File: src/logic/cam_pkg.sv
`default_nettype none

package cam_pkg;

    localparam int DATA_W        = 32;
    localparam int STRB_W        = 4;
    localparam int LEN_W         = 8;
    localparam int ADDR_W        = 32;
    localparam int CYCLE_COUNT_W = 32;

    // Write FIFO data word, data above strobe
    typedef struct packed {
        logic [DATA_W-1:0] data;
        logic [STRB_W-1:0] strb;
    } wr_data_t;

    // Write FIFO control word, burst length above address
    typedef struct packed {
        logic [LEN_W-1:0]  len;
        logic [ADDR_W-1:0] addr;
    } wr_ctrl_t;

    typedef enum logic [2:0] {
        ST_POWER_WAIT,
        ST_INIT_WAIT_DELAY,
        ST_INIT_WAIT_DONE,
        ST_READY,
        ST_FAULT
    } bringup_state_t;

endpackage

`default_nettype wire

File: src/logic/bringup_monitor.sv
`timescale 1ns/1ps
`default_nettype none

module bringup_monitor (
    input  logic clk125M,
    input  logic reset125M,

    input  logic cam1_ready_i,
    input  logic cam1_fault_i,
    input  logic cam2_ready_i,
    input  logic cam2_fault_i,

    output logic                              all_ready_o,
    output logic                              any_fault_o,
    output logic [cam_pkg::CYCLE_COUNT_W-1:0] bringup_cycles_o
);

    localparam logic [cam_pkg::CYCLE_COUNT_W-1:0] CNT_MAX = '1;

    always_ff @(posedge clk125M) begin
        if (reset125M) begin
            all_ready_o <= 1'b0;
            any_fault_o <= 1'b0;
        end else begin
            all_ready_o <= cam1_ready_i & cam2_ready_i;
            // Sticky until the next reset
            any_fault_o <= any_fault_o | cam1_fault_i | cam2_fault_i;
        end
    end

    // Bring-up time seen by firmware, frozen once both cameras are up
    always_ff @(posedge clk125M) begin
        if (reset125M) begin
            bringup_cycles_o <= '0;
        end else if (!all_ready_o && bringup_cycles_o != CNT_MAX) begin
            bringup_cycles_o <= bringup_cycles_o + 1'b1;
        end
    end

endmodule

`default_nettype wire

File: src/logic/cam_bringup.sv
`timescale 1ns/1ps
`default_nettype none

module cam_bringup #(
    parameter int unsigned POWERUP_CYCLES    = 125000,
    parameter int unsigned INIT_DELAY_CYCLES = 125000
) (
    input  logic clk125M,
    input  logic reset125M,

    input  logic init_done_i,
    input  logic init_err_i,

    output logic pwup_o,
    output logic init_req_o,
    output logic ready_o,
    output logic fault_o
);

    localparam int unsigned CW = cam_pkg::CYCLE_COUNT_W;

    // Counter values at which power goes up and init is requested
    localparam logic [CW-1:0] PWUP_AT = CW'(POWERUP_CYCLES);
    localparam logic [CW-1:0] INIT_AT = CW'(POWERUP_CYCLES + INIT_DELAY_CYCLES);

    cam_pkg::bringup_state_t state;
    logic [CW-1:0]           delay_cnt;

    always_ff @(posedge clk125M) begin
        if (reset125M) begin
            state      <= cam_pkg::ST_POWER_WAIT;
            delay_cnt  <= '0;
            pwup_o     <= 1'b0;
            init_req_o <= 1'b0;
        end else begin
            // Init request is a single pulse
            init_req_o <= 1'b0;

            case (state)
                cam_pkg::ST_POWER_WAIT: begin
                    delay_cnt <= delay_cnt + 1'b1;
                    if (delay_cnt == PWUP_AT) begin
                        pwup_o <= 1'b1;
                        state  <= cam_pkg::ST_INIT_WAIT_DELAY;
                    end
                end

                cam_pkg::ST_INIT_WAIT_DELAY: begin
                    delay_cnt <= delay_cnt + 1'b1;
                    if (delay_cnt == INIT_AT) begin
                        init_req_o <= 1'b1;
                        state      <= cam_pkg::ST_INIT_WAIT_DONE;
                    end
                end

                cam_pkg::ST_INIT_WAIT_DONE: begin
                    // Error beats done in the same cycle
                    if (init_err_i) begin
                        pwup_o <= 1'b0;
                        state  <= cam_pkg::ST_FAULT;
                    end else if (init_done_i) begin
                        state <= cam_pkg::ST_READY;
                    end
                end

                cam_pkg::ST_READY: begin
                    state <= cam_pkg::ST_READY;
                end

                cam_pkg::ST_FAULT: begin
                    state <= cam_pkg::ST_FAULT;
                end

                default: begin
                    state <= cam_pkg::ST_FAULT;
                end
            endcase
        end
    end

    // Verdict flags follow the terminal states
    assign ready_o = (state == cam_pkg::ST_READY);
    assign fault_o = (state == cam_pkg::ST_FAULT);

endmodule

`default_nettype wire

File: src/logic/cam_ctrl_top.sv
`timescale 1ns/1ps
`default_nettype none

module cam_ctrl_top #(
    parameter int unsigned POWERUP_CYCLES    = 125000,
    parameter int unsigned INIT_DELAY_CYCLES = 125000
) (
    input  logic clk125M,
    input  logic reset125M,

    // Camera 1
    input  logic cam1_init_done_i,
    input  logic cam1_init_err_i,
    output logic cam1_pwup_o,
    output logic cam1_init_req_o,

    // Camera 2
    input  logic cam2_init_done_i,
    input  logic cam2_init_err_i,
    output logic cam2_pwup_o,
    output logic cam2_init_req_o,

    // Bring-up status
    output logic                              all_ready_o,
    output logic                              any_fault_o,
    output logic [cam_pkg::CYCLE_COUNT_W-1:0] bringup_cycles_o,

    // Write sources
    input  cam_pkg::wr_data_t video_data_i,
    input  logic              video_data_we_i,
    input  cam_pkg::wr_ctrl_t video_ctrl_i,
    input  logic              video_ctrl_we_i,
    input  cam_pkg::wr_data_t dbg_data_i,
    input  logic              dbg_data_we_i,
    input  cam_pkg::wr_ctrl_t dbg_ctrl_i,
    input  logic              dbg_ctrl_we_i,
    input  logic              dbg_kick_i,

    // Write FIFO side
    output cam_pkg::wr_data_t fifo_data_o,
    output logic              fifo_data_we_o,
    output cam_pkg::wr_ctrl_t fifo_ctrl_o,
    output logic              fifo_ctrl_we_o,
    output logic              read_kick_o
);

    logic cam1_ready;
    logic cam1_fault;
    logic cam2_ready;
    logic cam2_fault;

    cam_bringup #(
        .POWERUP_CYCLES   (POWERUP_CYCLES),
        .INIT_DELAY_CYCLES(INIT_DELAY_CYCLES)
    ) u_cam1_bringup (
        .clk125M    (clk125M),
        .reset125M  (reset125M),
        .init_done_i(cam1_init_done_i),
        .init_err_i (cam1_init_err_i),
        .pwup_o     (cam1_pwup_o),
        .init_req_o (cam1_init_req_o),
        .ready_o    (cam1_ready),
        .fault_o    (cam1_fault)
    );

    cam_bringup #(
        .POWERUP_CYCLES   (POWERUP_CYCLES),
        .INIT_DELAY_CYCLES(INIT_DELAY_CYCLES)
    ) u_cam2_bringup (
        .clk125M    (clk125M),
        .reset125M  (reset125M),
        .init_done_i(cam2_init_done_i),
        .init_err_i (cam2_init_err_i),
        .pwup_o     (cam2_pwup_o),
        .init_req_o (cam2_init_req_o),
        .ready_o    (cam2_ready),
        .fault_o    (cam2_fault)
    );

    bringup_monitor u_bringup_monitor (
        .clk125M         (clk125M),
        .reset125M       (reset125M),
        .cam1_ready_i    (cam1_ready),
        .cam1_fault_i    (cam1_fault),
        .cam2_ready_i    (cam2_ready),
        .cam2_fault_i    (cam2_fault),
        .all_ready_o     (all_ready_o),
        .any_fault_o     (any_fault_o),
        .bringup_cycles_o(bringup_cycles_o)
    );

    dram_request_merge u_dram_request_merge (
        .clk125M        (clk125M),
        .reset125M      (reset125M),
        .video_data_i   (video_data_i),
        .video_data_we_i(video_data_we_i),
        .video_ctrl_i   (video_ctrl_i),
        .video_ctrl_we_i(video_ctrl_we_i),
        .dbg_data_i     (dbg_data_i),
        .dbg_data_we_i  (dbg_data_we_i),
        .dbg_ctrl_i     (dbg_ctrl_i),
        .dbg_ctrl_we_i  (dbg_ctrl_we_i),
        .dbg_kick_i     (dbg_kick_i),
        .fifo_data_o    (fifo_data_o),
        .fifo_data_we_o (fifo_data_we_o),
        .fifo_ctrl_o    (fifo_ctrl_o),
        .fifo_ctrl_we_o (fifo_ctrl_we_o),
        .read_kick_o    (read_kick_o)
    );

endmodule

`default_nettype wire

File: src/logic/dram_request_merge.sv
`timescale 1ns/1ps
`default_nettype none

module dram_request_merge (
    input  logic clk125M,
    input  logic reset125M,

    // Video path writes
    input  cam_pkg::wr_data_t video_data_i,
    input  logic              video_data_we_i,
    input  cam_pkg::wr_ctrl_t video_ctrl_i,
    input  logic              video_ctrl_we_i,

    // Debug console levels
    input  cam_pkg::wr_data_t dbg_data_i,
    input  logic              dbg_data_we_i,
    input  cam_pkg::wr_ctrl_t dbg_ctrl_i,
    input  logic              dbg_ctrl_we_i,
    input  logic              dbg_kick_i,

    // Write FIFO port and read kick
    output cam_pkg::wr_data_t fifo_data_o,
    output logic              fifo_data_we_o,
    output cam_pkg::wr_ctrl_t fifo_ctrl_o,
    output logic              fifo_ctrl_we_o,
    output logic              read_kick_o
);

    // Bit 0 data write, bit 1 control write, bit 2 read kick
    logic [2:0] dbg_level;
    logic [2:0] dbg_level_d;
    logic [2:0] dbg_pulse;

    assign dbg_level = {dbg_kick_i, dbg_ctrl_we_i, dbg_data_we_i};

    always_ff @(posedge clk125M) begin
        if (reset125M) begin
            dbg_level_d <= 3'b000;
            dbg_pulse   <= 3'b000;
        end else begin
            dbg_level_d <= dbg_level;
            // Rising edge only, long holds give one pulse
            dbg_pulse   <= dbg_level & ~dbg_level_d;
        end
    end

    // Video wins, a colliding debug pulse is dropped
    assign fifo_data_o    = video_data_we_i ? video_data_i : dbg_data_i;
    assign fifo_data_we_o = video_data_we_i | dbg_pulse[0];

    assign fifo_ctrl_o    = video_ctrl_we_i ? video_ctrl_i : dbg_ctrl_i;
    assign fifo_ctrl_we_o = video_ctrl_we_i | dbg_pulse[1];

    assign read_kick_o = dbg_pulse[2];

endmodule

`default_nettype wire

File: config.mk
export PLATFORM = sky130hd
export DESIGN_NAME = cam_ctrl_top
export DESIGN_NICKNAME = d
export VERILOG_FILES = /design/src/logic/cam_pkg.sv /design/src/logic/bringup_monitor.sv /design/src/logic/cam_bringup.sv /design/src/logic/cam_ctrl_top.sv /design/src/logic/dram_request_merge.sv
export SDC_FILE = /design/constraint.sdc
export NUM_CORES = 1
export LEC_CHECK = 0
export BUFFER_PORTS_ARGS = -buffer_cell sky130_fd_sc_hd__buf_2
export CAP_MARGIN = 20
export CORE_ASPECT_RATIO = 0.75
export CORE_UTILIZATION = 43
export CTS_CLUSTER_SIZE = 10
export DETAILED_ROUTE_END_ITERATION = 10
export PLACE_DENSITY = 0.77
export SLEW_MARGIN = 40
export SYNTH_ARGS = -nofsm -noshare
export SYNTH_HDL_FRONTEND = slang
export SYNTH_SLANG_ARGS = --single-unit
export TNS_END_PERCENT = 100
File: constraint.sdc
create_clock -name clk125M -period 2.58 [get_ports clk125M]
set_input_delay 0.774 -clock clk125M [delete_from_list [all_inputs] [get_ports clk125M]]
set_output_delay 0.774 -clock clk125M [all_outputs]
set_load 0.01 [all_outputs]
Word-level counts from Yosys, hierarchy flattened
Cells that the tools add are included.
Operators by class
  add/subtract/negate cells: 3
  eq/ne operators: 21
  multiplexer cells: 20
  bitwise logic cells: 9
  reductions and logical operators: 14
Operators with widths (count)
  $add 32x1->32 const B: 3
  $eq 32x17->1 const B: 2
  $eq 32x18->1 const B: 2
  $mux 40: 1
  $mux 36: 1
  $ne 32x32->1 const B: 1
  $mux 3: 8
  $pmux 3 s4: 2
  $eq 3x2->1 const B: 4
  $reduce_and 3->1: 4
  $ne 2x1->1 const B: 4
  $reduce_or 2->1: 4
  $eq 3x1->1 const B: 2
  $eq 3x3->1 const B: 2
  $logic_not 3->1: 2
  $mux 1: 6
  $ne 3x3->1 const B: 2
  $ne 2x2->1 const B: 2
  $or 1x1->1: 4
  $pmux 1 s2: 2
  $reduce_bool 2->1: 2
  $and 3x3->3: 1
  $not 3->3: 1
  $not 1->1: 2
  other kinds (3): 3
Word-level totals
  register bits: 114
  input bits: 163
  logic and storage cells: 80

Longest topological paths before layout
  depth after elaboration: 3
  mapped depth: 7
  depth with buffers taken out: 7

Cells and area by module
From an unflattened synthesis, not the netlist that was laid out.
Second synthesis, totals
  cells, all modules: 748
  area, all modules: 6887.9 µm²
Modules (own cells, without submodules)
  cam_bringup: times used 2, cells an instance 223, area an instance 1871.8 µm²
  bringup_monitor: times used 1, cells an instance 203, area an instance 1731.7 µm²
  dram_request_merge: times used 1, cells an instance 99, area an instance 1412.6 µm²

Worst setup path after synthesis
Ideal clock, no wire load.
  path type: input port to output port
  start: input video_data_we_i
  end: output fifo_data_o[10] (netlist name)
  arrival time: 1.841 ns
  data required time: 1.806 ns
  slack: -0.035 ns
  stages: 3
  path through: clkbuf_1 -> clkbuf_1 -> mux2_2
RTL lines
  start, declared: line cam_ctrl_top.sv:30  | input logic video_data_we_i,
  end, declared: line cam_ctrl_top.sv:40  | output cam_pkg::wr_data_t fifo_data_o,

==> metrics <==
initial antenna violation count=23; Slowest-stage cell, CP=mux2_2; total number of vias=7,038; post-synthesis sequential area ratio=35.93%; CTS resizes=0; Max clock buf depth=2; die width=142.3 µm; register share of total power=35.0%; drt drc=0; Starting DRT DRC Count=793; Row Count=38; Max Slew Vio Count=0; Max Fanout on Critical Path=14; Synth Net Count=903; clock share of power=53.6%; library cells used by synthesis=52; Hold Path Depth=1; max incr delay on CP=0.37 ns; Critical Path RT=1.81 ns; type of origin of the critical path=primary input; hold-critical path endpoint=u_dram_request_merge.dbg_pulse[0]; max cap viols=0; CTS tree=yes; status=complete, no violations; Max Clock Skew=0.01005 ns; Layout area overhead=38.00%; slew margin rel.=57.19%; Comb pwr share=11.4%; Post-synth top flop=dfxtp_1; FF-to-FF Start=u_cam1_bringup.delay_cnt[2]; Int Pwr=3.987 mW; HP Class=reg -> reg; fin crit period=2.434 ns; FFs w/ async S/R, synth=0%; Worst setup EP type=output pin; met3 GRT Util=11.08%; IO Count=280; pre-CTS WS=0.1586 ns; setup_tns=0 ns; pwr/cell area=585.5 nW/µm²; core area=14,450 µm²; first-pass GRT wire length=39,740 µm; met1 Track Usage GR=49.08%; Cell Chain, Critical Path=buf_2, buf_4, mux2_2, buf_2; R2R Path End=u_cam1_bringup.delay_cnt[31]; half-perimeter wire length after placement=22,800 µm; R2R Setup Slk=0.32 ns; DRT Wirelength=27,810 µm; maximum VDD drop=542.2 µV; hold-fix buffers at CTS=0; Final Wtd Congestion=1.078; total clock sinks=114; period utilisation layout=94.34%; R2R cell count=6; H-tree levels=4; Synth Instances=735; TritonCTS Buffers=17; Switching Share=22.31%; setup violators final=0; vias in the first global route=6,211; Routed Antenna Nets=0; GRT Util Overall=36.60%; GRT overflow=0; die height=107.3 µm; fin worst setup slack=0.1462 ns; EDFF count, synth=0; clk slew on worst S/H paths=0.05 ns; WL/cell=22.34 µm; hold_sp=u_dram_request_merge.dbg_level_d[0]; DR vias/cell=5.653; met2 Usage GRT=52.63%; fmax=410.9 MHz; Root Driver=clkbuf_16; final core occ=60.64%; post-CTS setup buffer count=0; RSZ-0062 raised after global routing=false; drt first pass iters=5; share of layout cells above drive strength 1=41.07%; Top Usage Layer GRT=met2; Die ar.=15,260 µm²; nets=1,181; Syn Std Cell Area=6351 µm²; worst skew pair latency=0.41 ns; starting density of the core=43.94%; WS Path Type=in -> out; CP most frequent cell=buf_2; Mapped Avg Cell Area=8.641 µm²; Worst-Margin Slew=0.6363 ns; Final Hold Violating Endpoints=0; Switch Pwr=1.145 mW; Synth Register Bits=114; Yosys warnings=0; IO buf count=279; pin count of the biggest net entering global routing=49; P_leak=3.585 nW; CP Data Arrival Time=1.66 ns
-- state kept, by name, summed over array words and instances, names as in the netlist --
register                            count
u_bringup_monitor.all_ready_o           1
u_cam2_bringup.state                    3
u_cam1_bringup.delay_cnt               32
u_dram_request_merge.dbg_pulse          3
u_cam2_bringup.pwup_o                   1
u_bringup_monitor.bringup_cycles_o     32
u_dram_request_merge.dbg_level_d        3
u_cam1_bringup.init_req_o               1
u_cam1_bringup.pwup_o                   1
u_cam1_bringup.state                    3
u_bringup_monitor.any_fault_o           1
u_cam2_bringup.delay_cnt               32
u_cam2_bringup.init_req_o               1
-- through the flow --
step | cells | hold WS (ns) | total power [mW] | area, µm²
floorplan | 735 | 0.3674 | 2.086 | 6351
global placement | 1194 | 0.3700 | 2.407 | 8035
detailed placement | 1194 | 0.3770 | 2.411 | 8035
CTS | 1225 | 0.3878 | 5.143 | 8715
global route | 1241 | 0.3976 | 5.258 | 8755
finish | 1245 | 0.3849 | 5.132 | 8765
-- worst max-delay path by stage --
stage / depth (start not counted) / to / from
global route: 4 / fifo_data_o[23] / video_data_we_i
floorplan: 3 / fifo_data_o[10] / video_data_we_i
global placement: 4 / fifo_data_o[5] / video_data_we_i
detailed placement: 4 / fifo_data_o[3] / video_data_we_i
CTS: 4 / fifo_data_o[3] / video_data_we_i
finish: 4 / fifo_data_o[3] / video_data_we_i
-- logic make-up after synthesis --
logic type	count (synthesis)	share of synthesized area [%]
buffers and inverters	53	3.329
AOI/OAI and AO/OA	94	8.629
DFF	114	35.93
xor gates and xnor gates	58	7.998
muxes	79	14.01
adders and majority gates	5	0.9850
and+or+nand+nor	332	29.12
-- placed cells by master (no fill, tap or decap), types with 20 or more instances in the layout --
cell type / n
buf_2: 278
dfxtp_1: 114
nor2_1: 82
mux2_2: 79
nand3_1: 48
a21oi_1: 40
nand2_1: 37
xnor2_1: 35
o21ai_0: 28
nand4_1: 23
xor2_1: 23
or3_1: 23
nor4_1: 22
diode_2: 20
-- critical path, delay by kind of cell --
kind / cells / cell delay [ns]
buffers and inverters: 3 / 0.52
muxes: 1 / 0.37
-- metal layers --
| metal | share of wire, % | up-vias | routed length [µm] |
|---|---|---|---|
| met1 | 42 | 3329 | 11800 |
| met2 | 43 | 374 | 11930 |
| li1 | - | 3260 | - |
| met5 | 0.19 | - | 53 |
| met3 | 11 | 67 | 2942 |
| met4 | 3.9 | 8 | 1086 |
-- area by class of cell --
type                            instances  area, µm²
Sequential cell                       114       2282
Tap cell                              200      250.2
Clock buffer                           20      446.7
Clock inverter                         11      232.7
Antenna cell                           20      50.05
Multi-Input combinational cell        568       3857
Fill cell                            1322       5689
Timing Repair Buffer                  295       1582
Inverter                               17      63.81
-- Yosys cell counts, drive strengths merged (5+ instances only) --
| cell | n | area, µm² |
|---|---|---|
| or4 | 9 | 67.56 |
| a21oi | 40 | 200.2 |
| nor2 | 82 | 307.8 |
| and3 | 13 | 85.08 |
| nand3 | 49 | 250.2 |
| xor2 | 23 | 201.4 |
| xnor2 | 35 | 306.5 |
| mux2 | 79 | 889.6 |
| or3 | 23 | 143.9 |
| o21ai | 28 | 140.1 |
| nor4bb | 7 | 70.07 |
| clkbuf | 29 | 108.9 |
| buf | 6 | 30.03 |
| nand2 | 37 | 138.9 |
| nor2b | 11 | 68.82 |
| nand4 | 24 | 156.4 |
| o31ai | 7 | 52.55 |
| and4 | 12 | 106.4 |
| dfxtp | 114 | 2282 |
| ha | 5 | 62.56 |
| inv | 17 | 63.81 |
| nor3 | 14 | 80.08 |
| nor4 | 24 | 171.4 |
-- power groups by stage --
stage | Clock [mW] | Combinational [mW] | Sequential [mW]
2_1_floorplan | 0 | 0.254 | 1.83
3_3_place_gp | 0 | 0.575 | 1.83
3_5_place_dp | 0 | 0.578 | 1.83
4_1_cts | 2.77 | 0.581 | 1.80
5_1_grt | 2.85 | 0.615 | 1.80
6_report | 2.75 | 0.588 | 1.80
(Power assumes the default switching activity.)
